$ cat src/lane_pkg.sv
package lane_pkg;

    //////////////////////////////////////////////////
    // Sizes and latencies
    //////////////////////////////////////////////////
    localparam int VRF_DEPTH  = 64;
    localparam int MASK_DEPTH = 32;

    // Issue to registered operands
    localparam int EXTRACT_DELAY = 2;
    // Issue to registered result
    localparam int LANE_LATENCY  = 3;

    //////////////////////////////////////////////////
    // Vector types
    //////////////////////////////////////////////////
    typedef logic [31:0]                     word_t;
    typedef logic [$clog2(VRF_DEPTH)-1:0]    vaddr_t;
    typedef logic [$clog2(MASK_DEPTH)-1:0]   maddr_t;
    typedef logic [3:0]                      bwen_t;
    typedef logic [1:0]                      el_idx_t;
    typedef logic [1:0]                      sew_t;
    typedef logic [4:0]                      imm_t;

    // Element widths, value 3 is reserved
    localparam sew_t SEW_8  = 2'd0;
    localparam sew_t SEW_16 = 2'd1;
    localparam sew_t SEW_32 = 2'd2;

    //////////////////////////////////////////////////
    // Operation encodings
    //////////////////////////////////////////////////
    typedef enum logic [3:0] {
        OP_ADD,
        OP_SUB,
        OP_AND,
        OP_OR,
        OP_XOR,
        OP_SLL,
        OP_SRL,
        OP_MSEQ,
        OP_MSLTU
    } alu_op_t;

    // Second operand source
    typedef enum logic [1:0] {
        OP2_VREG,
        OP2_SCALAR,
        OP2_IMM
    } op2_src_t;

endpackage
$ cat src/vector_lane.sv
module vector_lane (
    input  logic               clk_i,
    input  logic               rst_i,
    input  logic               op_valid_i,
    input  logic               load_i,
    input  lane_pkg::vaddr_t   raddr_a_i,
    input  lane_pkg::vaddr_t   raddr_b_i,
    input  lane_pkg::el_idx_t  el_idx_a_i,
    input  lane_pkg::el_idx_t  el_idx_b_i,
    input  lane_pkg::sew_t     sew_i,
    input  lane_pkg::alu_op_t  alu_op_i,
    input  lane_pkg::op2_src_t op2_src_i,
    input  lane_pkg::word_t    scalar_i,
    input  lane_pkg::imm_t     imm_i,
    input  lane_pkg::vaddr_t   waddr_i,
    input  lane_pkg::bwen_t    bwen_i,
    input  lane_pkg::word_t    load_data_i,
    input  logic               vm_i,
    input  lane_pkg::maddr_t   mask_idx_i,
    input  logic               mask_we_i,
    output lane_pkg::word_t    result_o,
    output logic               result_valid_o
);
    import lane_pkg::*;

    // Read and extract
    word_t    rdata_a;
    word_t    rdata_b;
    el_idx_t  ext_idx_a;
    el_idx_t  ext_idx_b;
    sew_t     ext_sew;
    word_t    opa;
    word_t    opb;

    // Delayed control at the execute stage
    logic     ex_valid;
    logic     ex_load;
    alu_op_t  ex_alu_op;
    op2_src_t ex_op2_src;
    word_t    ex_scalar;
    imm_t     ex_imm;
    vaddr_t   ex_waddr;
    bwen_t    ex_bwen;
    word_t    ex_load_data;
    logic     ex_vm;
    maddr_t   ex_mask_idx;
    logic     ex_mask_we;

    // Write-back
    logic     wb_we;
    word_t    wb_data;
    vaddr_t   wb_waddr;
    bwen_t    wb_bwen;
    logic     wb_vm;
    maddr_t   wb_mask_idx;
    logic     wb_mask_we;
    logic     wb_mask_bit;
    logic     vrf_we;
    vaddr_t   vrf_waddr;
    bwen_t    vrf_bwen;
    word_t    vrf_wdata;

    //////////////////////////////////////////////////
    // Register file
    //////////////////////////////////////////////////
    vector_regfile u_vrf (
        .clk_i     (clk_i),
        .rst_i     (rst_i),
        .raddr_a_i (raddr_a_i),
        .raddr_b_i (raddr_b_i),
        .we_i      (vrf_we),
        .waddr_i   (vrf_waddr),
        .bwen_i    (vrf_bwen),
        .wdata_i   (vrf_wdata),
        .rdata_a_o (rdata_a),
        .rdata_b_o (rdata_b)
    );

    //////////////////////////////////////////////////
    // Operand path and control delay, side by side
    //////////////////////////////////////////////////
    element_extract u_extract (
        .clk_i      (clk_i),
        .rst_i      (rst_i),
        .rdata_a_i  (rdata_a),
        .rdata_b_i  (rdata_b),
        .el_idx_a_i (ext_idx_a),
        .el_idx_b_i (ext_idx_b),
        .sew_i      (ext_sew),
        .opa_o      (opa),
        .opb_o      (opb)
    );

    op_ctrl_pipe u_ctrl (
        .clk_i       (clk_i),
        .rst_i       (rst_i),
        .op_valid_i  (op_valid_i),
        .load_i      (load_i),
        .el_idx_a_i  (el_idx_a_i),
        .el_idx_b_i  (el_idx_b_i),
        .sew_i       (sew_i),
        .alu_op_i    (alu_op_i),
        .op2_src_i   (op2_src_i),
        .scalar_i    (scalar_i),
        .imm_i       (imm_i),
        .waddr_i     (waddr_i),
        .bwen_i      (bwen_i),
        .load_data_i (load_data_i),
        .vm_i        (vm_i),
        .mask_idx_i  (mask_idx_i),
        .mask_we_i   (mask_we_i),
        .el_idx_a_o  (ext_idx_a),
        .el_idx_b_o  (ext_idx_b),
        .sew_o       (ext_sew),
        .valid_o     (ex_valid),
        .load_o      (ex_load),
        .alu_op_o    (ex_alu_op),
        .op2_src_o   (ex_op2_src),
        .scalar_o    (ex_scalar),
        .imm_o       (ex_imm),
        .waddr_o     (ex_waddr),
        .bwen_o      (ex_bwen),
        .load_data_o (ex_load_data),
        .vm_o        (ex_vm),
        .mask_idx_o  (ex_mask_idx),
        .mask_we_o   (ex_mask_we)
    );

    //////////////////////////////////////////////////
    // Execute and write-back
    //////////////////////////////////////////////////
    execute_stage u_exec (
        .clk_i          (clk_i),
        .rst_i          (rst_i),
        .opa_i          (opa),
        .opb_i          (opb),
        .valid_i        (ex_valid),
        .load_i         (ex_load),
        .alu_op_i       (ex_alu_op),
        .op2_src_i      (ex_op2_src),
        .scalar_i       (ex_scalar),
        .imm_i          (ex_imm),
        .waddr_i        (ex_waddr),
        .bwen_i         (ex_bwen),
        .load_data_i    (ex_load_data),
        .vm_i           (ex_vm),
        .mask_idx_i     (ex_mask_idx),
        .mask_we_i      (ex_mask_we),
        .result_o       (result_o),
        .result_valid_o (result_valid_o),
        .wb_we_o        (wb_we),
        .wb_data_o      (wb_data),
        .wb_waddr_o     (wb_waddr),
        .wb_bwen_o      (wb_bwen),
        .wb_vm_o        (wb_vm),
        .wb_mask_idx_o  (wb_mask_idx),
        .wb_mask_we_o   (wb_mask_we),
        .wb_mask_bit_o  (wb_mask_bit)
    );

    writeback_stage u_wb (
        .clk_i         (clk_i),
        .rst_i         (rst_i),
        .wb_we_i       (wb_we),
        .wb_data_i     (wb_data),
        .wb_waddr_i    (wb_waddr),
        .wb_bwen_i     (wb_bwen),
        .wb_vm_i       (wb_vm),
        .wb_mask_idx_i (wb_mask_idx),
        .wb_mask_we_i  (wb_mask_we),
        .wb_mask_bit_i (wb_mask_bit),
        .vrf_we_o      (vrf_we),
        .vrf_waddr_o   (vrf_waddr),
        .vrf_bwen_o    (vrf_bwen),
        .vrf_wdata_o   (vrf_wdata)
    );

endmodule

$ cat src/writeback_stage.sv
module writeback_stage (
    input  logic             clk_i,
    input  logic             rst_i,
    input  logic             wb_we_i,
    input  lane_pkg::word_t  wb_data_i,
    input  lane_pkg::vaddr_t wb_waddr_i,
    input  lane_pkg::bwen_t  wb_bwen_i,
    input  logic             wb_vm_i,
    input  lane_pkg::maddr_t wb_mask_idx_i,
    input  logic             wb_mask_we_i,
    input  logic             wb_mask_bit_i,
    output logic             vrf_we_o,
    output lane_pkg::vaddr_t vrf_waddr_o,
    output lane_pkg::bwen_t  vrf_bwen_o,
    output lane_pkg::word_t  vrf_wdata_o
);
    import lane_pkg::*;

    logic [MASK_DEPTH-1:0] mask_q;
    logic                  mask_bit;
    logic                  masked_off;

    //////////////////////////////////////////////////
    // Mask register file
    //////////////////////////////////////////////////
    always_ff @(posedge clk_i) begin
        if (!rst_i) begin
            mask_q <= '0;
        end else if (wb_mask_we_i) begin
            mask_q[wb_mask_idx_i] <= wb_mask_bit_i;
        end
    end

    // Stored bit, a same-edge mask write is not seen yet
    assign mask_bit   = mask_q[wb_mask_idx_i];
    assign masked_off = wb_vm_i & ~mask_bit;

    //////////////////////////////////////////////////
    // Register file write
    //////////////////////////////////////////////////
    assign vrf_we_o    = wb_we_i;
    assign vrf_waddr_o = wb_waddr_i;
    assign vrf_wdata_o = wb_data_i;
    assign vrf_bwen_o  = masked_off ? '0 : (wb_bwen_i & {$bits(bwen_t){wb_we_i}});

endmodule

$ cat src/execute_stage.sv
module execute_stage (
    input  logic               clk_i,
    input  logic               rst_i,
    input  lane_pkg::word_t    opa_i,
    input  lane_pkg::word_t    opb_i,
    input  logic               valid_i,
    input  logic               load_i,
    input  lane_pkg::alu_op_t  alu_op_i,
    input  lane_pkg::op2_src_t op2_src_i,
    input  lane_pkg::word_t    scalar_i,
    input  lane_pkg::imm_t     imm_i,
    input  lane_pkg::vaddr_t   waddr_i,
    input  lane_pkg::bwen_t    bwen_i,
    input  lane_pkg::word_t    load_data_i,
    input  logic               vm_i,
    input  lane_pkg::maddr_t   mask_idx_i,
    input  logic               mask_we_i,
    output lane_pkg::word_t    result_o,
    output logic               result_valid_o,
    output logic               wb_we_o,
    output lane_pkg::word_t    wb_data_o,
    output lane_pkg::vaddr_t   wb_waddr_o,
    output lane_pkg::bwen_t    wb_bwen_o,
    output logic               wb_vm_o,
    output lane_pkg::maddr_t   wb_mask_idx_o,
    output logic               wb_mask_we_o,
    output logic               wb_mask_bit_o
);
    import lane_pkg::*;

    word_t op2;
    word_t alu_res;

    //////////////////////////////////////////////////
    // Second operand select
    //////////////////////////////////////////////////
    always_comb begin
        case (op2_src_i)
            OP2_VREG:   op2 = opb_i;
            OP2_SCALAR: op2 = scalar_i;
            OP2_IMM:    op2 = word_t'(imm_i);
            default:    op2 = '0;
        endcase
    end

    //////////////////////////////////////////////////
    // ALU
    //////////////////////////////////////////////////
    always_comb begin
        case (alu_op_i)
            OP_ADD:   alu_res = opa_i + op2;
            OP_SUB:   alu_res = opa_i - op2;
            OP_AND:   alu_res = opa_i & op2;
            OP_OR:    alu_res = opa_i | op2;
            OP_XOR:   alu_res = opa_i ^ op2;
            OP_SLL:   alu_res = opa_i << op2[4:0];
            OP_SRL:   alu_res = opa_i >> op2[4:0];
            OP_MSEQ:  alu_res = word_t'(opa_i == op2);
            OP_MSLTU: alu_res = word_t'(opa_i < op2);
            default:  alu_res = '0;
        endcase
    end

    // Strobes
    always_ff @(posedge clk_i) begin
        if (!rst_i) begin
            result_valid_o <= 1'b0;
            wb_we_o        <= 1'b0;
            wb_mask_we_o   <= 1'b0;
        end else begin
            result_valid_o <= valid_i;
            wb_we_o        <= valid_i | load_i;
            wb_mask_we_o   <= valid_i & mask_we_i;
        end
    end

    // Result and write-back fields
    always_ff @(posedge clk_i) begin
        result_o      <= alu_res;
        wb_data_o     <= load_i ? load_data_i : alu_res;
        wb_waddr_o    <= waddr_i;
        wb_bwen_o     <= bwen_i;
        wb_vm_o       <= vm_i;
        wb_mask_idx_o <= mask_idx_i;
        // Compare outcome sits in bit 0
        wb_mask_bit_o <= alu_res[0];
    end

endmodule

$ cat src/op_ctrl_pipe.sv
module op_ctrl_pipe (
    input  logic               clk_i,
    input  logic               rst_i,
    input  logic               op_valid_i,
    input  logic               load_i,
    input  lane_pkg::el_idx_t  el_idx_a_i,
    input  lane_pkg::el_idx_t  el_idx_b_i,
    input  lane_pkg::sew_t     sew_i,
    input  lane_pkg::alu_op_t  alu_op_i,
    input  lane_pkg::op2_src_t op2_src_i,
    input  lane_pkg::word_t    scalar_i,
    input  lane_pkg::imm_t     imm_i,
    input  lane_pkg::vaddr_t   waddr_i,
    input  lane_pkg::bwen_t    bwen_i,
    input  lane_pkg::word_t    load_data_i,
    input  logic               vm_i,
    input  lane_pkg::maddr_t   mask_idx_i,
    input  logic               mask_we_i,
    output lane_pkg::el_idx_t  el_idx_a_o,
    output lane_pkg::el_idx_t  el_idx_b_o,
    output lane_pkg::sew_t     sew_o,
    output logic               valid_o,
    output logic               load_o,
    output lane_pkg::alu_op_t  alu_op_o,
    output lane_pkg::op2_src_t op2_src_o,
    output lane_pkg::word_t    scalar_o,
    output lane_pkg::imm_t     imm_o,
    output lane_pkg::vaddr_t   waddr_o,
    output lane_pkg::bwen_t    bwen_o,
    output lane_pkg::word_t    load_data_o,
    output logic               vm_o,
    output lane_pkg::maddr_t   mask_idx_o,
    output logic               mask_we_o
);
    import lane_pkg::*;

    localparam int LAST = EXTRACT_DELAY - 1;

    logic     [EXTRACT_DELAY-1:0] valid_q;
    logic     [EXTRACT_DELAY-1:0] load_q;
    logic     [EXTRACT_DELAY-1:0] vm_q;
    logic     [EXTRACT_DELAY-1:0] mask_we_q;
    alu_op_t  alu_op_q    [EXTRACT_DELAY];
    op2_src_t op2_src_q   [EXTRACT_DELAY];
    word_t    scalar_q    [EXTRACT_DELAY];
    imm_t     imm_q       [EXTRACT_DELAY];
    vaddr_t   waddr_q     [EXTRACT_DELAY];
    bwen_t    bwen_q      [EXTRACT_DELAY];
    word_t    load_data_q [EXTRACT_DELAY];
    maddr_t   mask_idx_q  [EXTRACT_DELAY];

    //////////////////////////////////////////////////
    // Strobes, the only state cleared on reset
    //////////////////////////////////////////////////
    always_ff @(posedge clk_i) begin
        if (!rst_i) begin
            valid_q <= '0;
            load_q  <= '0;
        end else begin
            valid_q <= {valid_q[LAST-1:0], op_valid_i};
            load_q  <= {load_q[LAST-1:0], load_i};
        end
    end

    //////////////////////////////////////////////////
    // Element select, one stage for the extractor
    //////////////////////////////////////////////////
    always_ff @(posedge clk_i) begin
        el_idx_a_o <= el_idx_a_i;
        el_idx_b_o <= el_idx_b_i;
        sew_o      <= sew_i;
    end

    // Operation and write-back fields
    always_ff @(posedge clk_i) begin
        vm_q      <= {vm_q[LAST-1:0], vm_i};
        mask_we_q <= {mask_we_q[LAST-1:0], mask_we_i};
        alu_op_q[0]    <= alu_op_i;
        op2_src_q[0]   <= op2_src_i;
        scalar_q[0]    <= scalar_i;
        imm_q[0]       <= imm_i;
        waddr_q[0]     <= waddr_i;
        bwen_q[0]      <= bwen_i;
        load_data_q[0] <= load_data_i;
        mask_idx_q[0]  <= mask_idx_i;
        for (int i = 1; i < EXTRACT_DELAY; i++) begin
            alu_op_q[i]    <= alu_op_q[i-1];
            op2_src_q[i]   <= op2_src_q[i-1];
            scalar_q[i]    <= scalar_q[i-1];
            imm_q[i]       <= imm_q[i-1];
            waddr_q[i]     <= waddr_q[i-1];
            bwen_q[i]      <= bwen_q[i-1];
            load_data_q[i] <= load_data_q[i-1];
            mask_idx_q[i]  <= mask_idx_q[i-1];
        end
    end

    assign valid_o     = valid_q[LAST];
    assign load_o      = load_q[LAST];
    assign vm_o        = vm_q[LAST];
    assign mask_we_o   = mask_we_q[LAST];
    assign alu_op_o    = alu_op_q[LAST];
    assign op2_src_o   = op2_src_q[LAST];
    assign scalar_o    = scalar_q[LAST];
    assign imm_o       = imm_q[LAST];
    assign waddr_o     = waddr_q[LAST];
    assign bwen_o      = bwen_q[LAST];
    assign load_data_o = load_data_q[LAST];
    assign mask_idx_o  = mask_idx_q[LAST];

endmodule

$ cat src/element_extract.sv
module element_extract (
    input  logic              clk_i,
    input  logic              rst_i,
    input  lane_pkg::word_t   rdata_a_i,
    input  lane_pkg::word_t   rdata_b_i,
    input  lane_pkg::el_idx_t el_idx_a_i,
    input  lane_pkg::el_idx_t el_idx_b_i,
    input  lane_pkg::sew_t    sew_i,
    output lane_pkg::word_t   opa_o,
    output lane_pkg::word_t   opb_o
);
    import lane_pkg::*;

    // Zero-extended element of one read word
    function automatic word_t extract_el(word_t w, el_idx_t idx, sew_t sew);
        word_t el;
        el = '0;
        case (sew)
            SEW_8:   el[7:0]  = w[{idx, 3'b000} +: 8];
            SEW_16:  el[15:0] = w[{idx[0], 4'b0000} +: 16];
            SEW_32:  el       = w;
            default: el       = '0;
        endcase
        return el;
    endfunction

    word_t opa_next;
    word_t opb_next;

    assign opa_next = extract_el(rdata_a_i, el_idx_a_i, sew_i);
    assign opb_next = extract_el(rdata_b_i, el_idx_b_i, sew_i);

    // Operand registers
    always_ff @(posedge clk_i) begin
        if (!rst_i) begin
            opa_o <= '0;
            opb_o <= '0;
        end else begin
            opa_o <= opa_next;
            opb_o <= opb_next;
        end
    end

endmodule

$ cat src/vector_regfile.sv
module vector_regfile (
    input  logic             clk_i,
    input  logic             rst_i,
    input  lane_pkg::vaddr_t raddr_a_i,
    input  lane_pkg::vaddr_t raddr_b_i,
    input  logic             we_i,
    input  lane_pkg::vaddr_t waddr_i,
    input  lane_pkg::bwen_t  bwen_i,
    input  lane_pkg::word_t  wdata_i,
    output lane_pkg::word_t  rdata_a_o,
    output lane_pkg::word_t  rdata_b_o
);
    import lane_pkg::*;

    word_t mem [VRF_DEPTH];

    //////////////////////////////////////////////////
    // Write port
    //////////////////////////////////////////////////
    always_ff @(posedge clk_i) begin
        if (!rst_i) begin
            for (int i = 0; i < VRF_DEPTH; i++) begin
                mem[i] <= '0;
            end
        end else begin
            // Only enabled byte lanes change
            for (int b = 0; b < $bits(bwen_t); b++) begin
                if (we_i && bwen_i[b]) begin
                    mem[waddr_i][8*b +: 8] <= wdata_i[8*b +: 8];
                end
            end
        end
    end

    //////////////////////////////////////////////////
    // Read ports
    //////////////////////////////////////////////////
    // Old word on a same-edge write
    always_ff @(posedge clk_i) begin
        rdata_a_o <= mem[raddr_a_i];
        rdata_b_o <= mem[raddr_b_i];
    end

endmodule

$ cat config.mk
export PLATFORM = sky130hd
export DESIGN_NAME = vector_lane
export DESIGN_NICKNAME = d
export VERILOG_FILES = /design/src/lane_pkg.sv /design/src/vector_lane.sv /design/src/writeback_stage.sv /design/src/execute_stage.sv /design/src/op_ctrl_pipe.sv /design/src/element_extract.sv /design/src/vector_regfile.sv
export SDC_FILE = /design/constraint.sdc
export NUM_CORES = 2
export LEC_CHECK = 0
export CORE_MARGIN = 4
export CORE_UTILIZATION = 40
export DETAILED_ROUTE_END_ITERATION = 7
export DONT_BUFFER_PORTS = 1
export SKIP_LAST_GASP = 1
export SLEW_MARGIN = 15
export SYNTH_ARGS = -nofsm -noshare
export SYNTH_HDL_FRONTEND = slang
export SYNTH_HIERARCHICAL = 1
export SYNTH_SLANG_ARGS = --single-unit
$ cat constraint.sdc
create_clock -name clk_i -period 8.6 [get_ports clk_i]
set_input_delay 0.86 -clock clk_i [delete_from_list [all_inputs] [get_ports clk_i]]
set_output_delay 0.86 -clock clk_i [all_outputs]
set_load 0.05 [all_outputs]
==> results.yml <==
outcome:
  status: "complete, but fails checks"
  violations: "slew limit"
hold_path:
  hold_end: "u_ctrl/load_q[0]"
  hold_path.class: "input port to register"
  whs_path_depth: 1
  min-delay-start: "load_i"
die:
  io_pins: 147
  die-area_sq_um: 342000
  start_util_pct: 40.2
  die_w_um: 585
  die_h_um: 585
  rows: 211
  core_sq_um: 331000
power:
  p_leak_nw: 52.7
  ir_drop_mv: 0.135
  power_density_nw_per_um2: 201
yosys:
  netlist_instances: 9647
  ys_warn_count: 6
  seq_area_frac_synth_pct: 52.7
  syn_area_per_cell_sq_um: 13.8
  postSynth.asyncResetShare_pct: 0
  yosysUniqueCellTypes: 100
  synth-seq-cells: 2485
  synth_edf_count: 2048
  synth_flop_cell: "edfxtp_1"
  synth_fp_nets: 9868
  syn_area_sq_um: 133000
sta:
  worst_hold_slack_ps: 78.8
  drv_slew: 82
  setup-violations-final: 0
  max_slew_margin_pct: -5.30
  period_needed_ps: 5710
  finalSetupTns_ps: 0
  max_freq_mhz: 175
  finalHoldViolCount: 0
  tightest_slew_ps: 1580
  fin_crit_sh_pct: 66.4
  rsz0062_at_grt: "no"
  clock_skew_ps: 54.1
cts:
  post_cts_buffers: 0
  clock_latency_ps: 930
  cts_root_buffer: "clkbuf_16"
  cts_buffers: 286
  clkSinkCount: 2485
  h-tree-depth: 5
  cts_tree: "yes"
  max-clock-path-buffers: 4
  path_clk_slew_ps: 70
detailed_routing:
  ant_nets: 0
  drc: 0
  wire_per_inst_um: 33.3
  vias_per_cell: 6.22
  wl_mm: 467
  drt_iter0_drc: 12300
  vias: 87200
  dr.pass1.iters: 6
global_route:
  use_met1_pct: 36.6
  grt_pass1_wl_mm: 659
  grt_pass1_vias: 86100
  grt_max_degree: 511
  top_usage_layer: "met2"
  antenna_found_initial: 26
  use_met2_pct: 41.1
  overflow: 0
  gr-usage-met3_pct: 5.23
  grtUsageTotal_pct: 26.7
finish:
  largest_reg_flops: 2048
  syn_to_final_growth_pct: 10.4
  drive_gt1_share_pct: 22.1
  final_common_cell: "and2_1"
  mostFrequentLayoutCells: "and2_1 (2065), edfxtp_1 (2048), mux4_2 (1145), nor2_1 (427), dfxtp_1 (401)"
  finalInstanceArea_sq_um: 147000
  reg_top3: "u_vrf/mem (2048), u_ctrl/load_data_q (64), u_ctrl/scalar_q (64)"
  top_register: "u_vrf/mem"
  nets: 9644
worst_setup_path:
  ff2ff_setup_slack_ps: 2890
  cp-start-kind: "register"
  critPathCaptureType: "register"
  max_stage_delay_ps: 810
  r2r-start: "u_ctrl/op2_src_q[0][3]"
  path_cells: "nand3b_2, o21ai_4, buf_4, inv_2, buf_4, ha_1, o211a_1, nand3_1, a2111oi_0, o21bai_1, o31ai_1, a21oi_1, a211oi_1, o21ai_1, mux2_2"
  critPathSlowestCell: "dfxtp_1"
  crit_fanout: 47
  crit_top_cell: "buf_4"
  rr_endpoint: "u_exec/wb_data_o[29]"
  reg2reg_depth: 15
  critPathKind: "register to register"
  worstPathArrival_ps: 6520
  cp.required_ps: 9400
placed_design:
  placed_area_sq_um: 137000
  hpwl_mm: 309
  numPortBuffers: 0
  place_congestion: 0.967
job:
  cap_violations: 0
==> metal layers <==
| layer | vias to the layer above | part of all wire (%) | wire (um) |
|---|---|---|---|
| met4 | 4 | 5.5 | 25700 |
| met1 | 45300 | 39 | 183000 |
| met3 | 920 | 9.9 | 46200 |
| li1 | 36000 | - | - |
| met5 | - | 0.0058 | 27 |
| met2 | 4966 | 45 | 212000 |
==> Yosys cell counts (24+ instances only) <==
cell      instances  area [sq um]
a31oi_1          24           150
and3_1           46           288
o221ai_1         24           210
a22oi_1         103           773
dfxtp_1         437          8750
edfxtp_1       2048         61500
buf_4           216          1620
nor3_1           41           205
buf_2           130           651
clkbuf_1        491          1840
o211ai_1         82           616
nor2_1          427          1600
ha_1            105          1310
mux4_2         1145         25800
mux2i_1         361          3610
o21ai_0         356          1780
a211oi_1         33           248
nand3_1          85           425
nor2b_1          32           200
a21oi_1         187           936
or2_2            34           213
nand2b_1         41           257
mux2_2          124          1400
o22ai_1          68           425
inv_1           100           375
a21boi_1         27           203
and2_1         2066         12900
nand2_1         374          1400
a221o_1          26           260
buf_1            77           289
==> what timing repair did <==
item	CTS	global route
hold buffers	99	0
hold endpoints to repair	99	0
setup endpoints to repair	0	0
gates resized for setup	0	0
==> worst max path at each step <==
stage | start | to | depth (start not counted)
2_1_floorplan | u_ctrl/op2_src_q[0][2] | u_exec/wb_data_o[28] | 16
3_3_place_gp | u_ctrl/op2_src_q[0][3] | u_exec/wb_data_o[29] | 15
3_5_place_dp | u_ctrl/op2_src_q[0][3] | u_exec/wb_data_o[29] | 15
4_1_cts | u_ctrl/op2_src_q[0][3] | u_exec/wb_data_o[29] | 15
5_1_grt | u_ctrl/op2_src_q[0][3] | u_exec/wb_data_o[29] | 15
6_report | u_ctrl/op2_src_q[0][3] | u_exec/wb_data_o[29] | 15
==> power by group <==
part           switching [mW]  internal, mW
Combinational            2.08          1.34
Clock                    5.12          7.08
Sequential              0.490          13.5
==> cell type report <==
class / instances / area, sq um
diodes: 12 / 30.0
clock buffers: 369 / 7880
clock inverters: 136 / 1320
fillers: 29500 / 184000
inverters: 103 / 387
multi-input cells: 6118 / 58100
flip-flops and latches: 2485 / 70300
well taps: 4366 / 5460
repair buffers: 429 / 3710
==> metrics by stage <==
stage                     util (%)  std cells  total power [mW]  setup WS, ps
after global routing          44.4      14000              30.4          2630
after CTS                     44.3      14000              29.5          2980
after detailed placement      41.3      13400              17.3          2990
final                         44.4      14000              29.6          2890
after global placement        41.3      13400              17.2          2990
after floorplan                  -       9647              16.3          4360
==> cell families (layout without fill, tap and decap cells) <==
| logic type | after synthesis | count (layout) | synth area share [%] |
|---|---|---|---|
| other | 0 | 12 | 0 |
| multiplexers | 1639 | 1639 | 23.2 |
| AO/OA/AOI/OAI | 1127 | 1127 | 5.48 |
| adder cells (fa/ha/maj) | 107 | 107 | 1.02 |
| AND/OR/NAND/NOR | 3229 | 3229 | 13.6 |
| flip-flops | 2485 | 2485 | 52.7 |
| XOR/XNOR | 16 | 16 | 0.105 |
| buffers and inverters | 1044 | 1037 | 3.82 |
==> worst max-delay path, delay by kind of cell (launching register included) <==
kind	cells	cell delay, ps
flip-flops	1	810
AND/OR/NAND/NOR	2	460
AO/OA/AOI/OAI	8	2780
multiplexers	1	330
adder cells (fa/ha/maj)	1	540
buffers and inverters	3	660
Power figures use the tool's default switching activity.
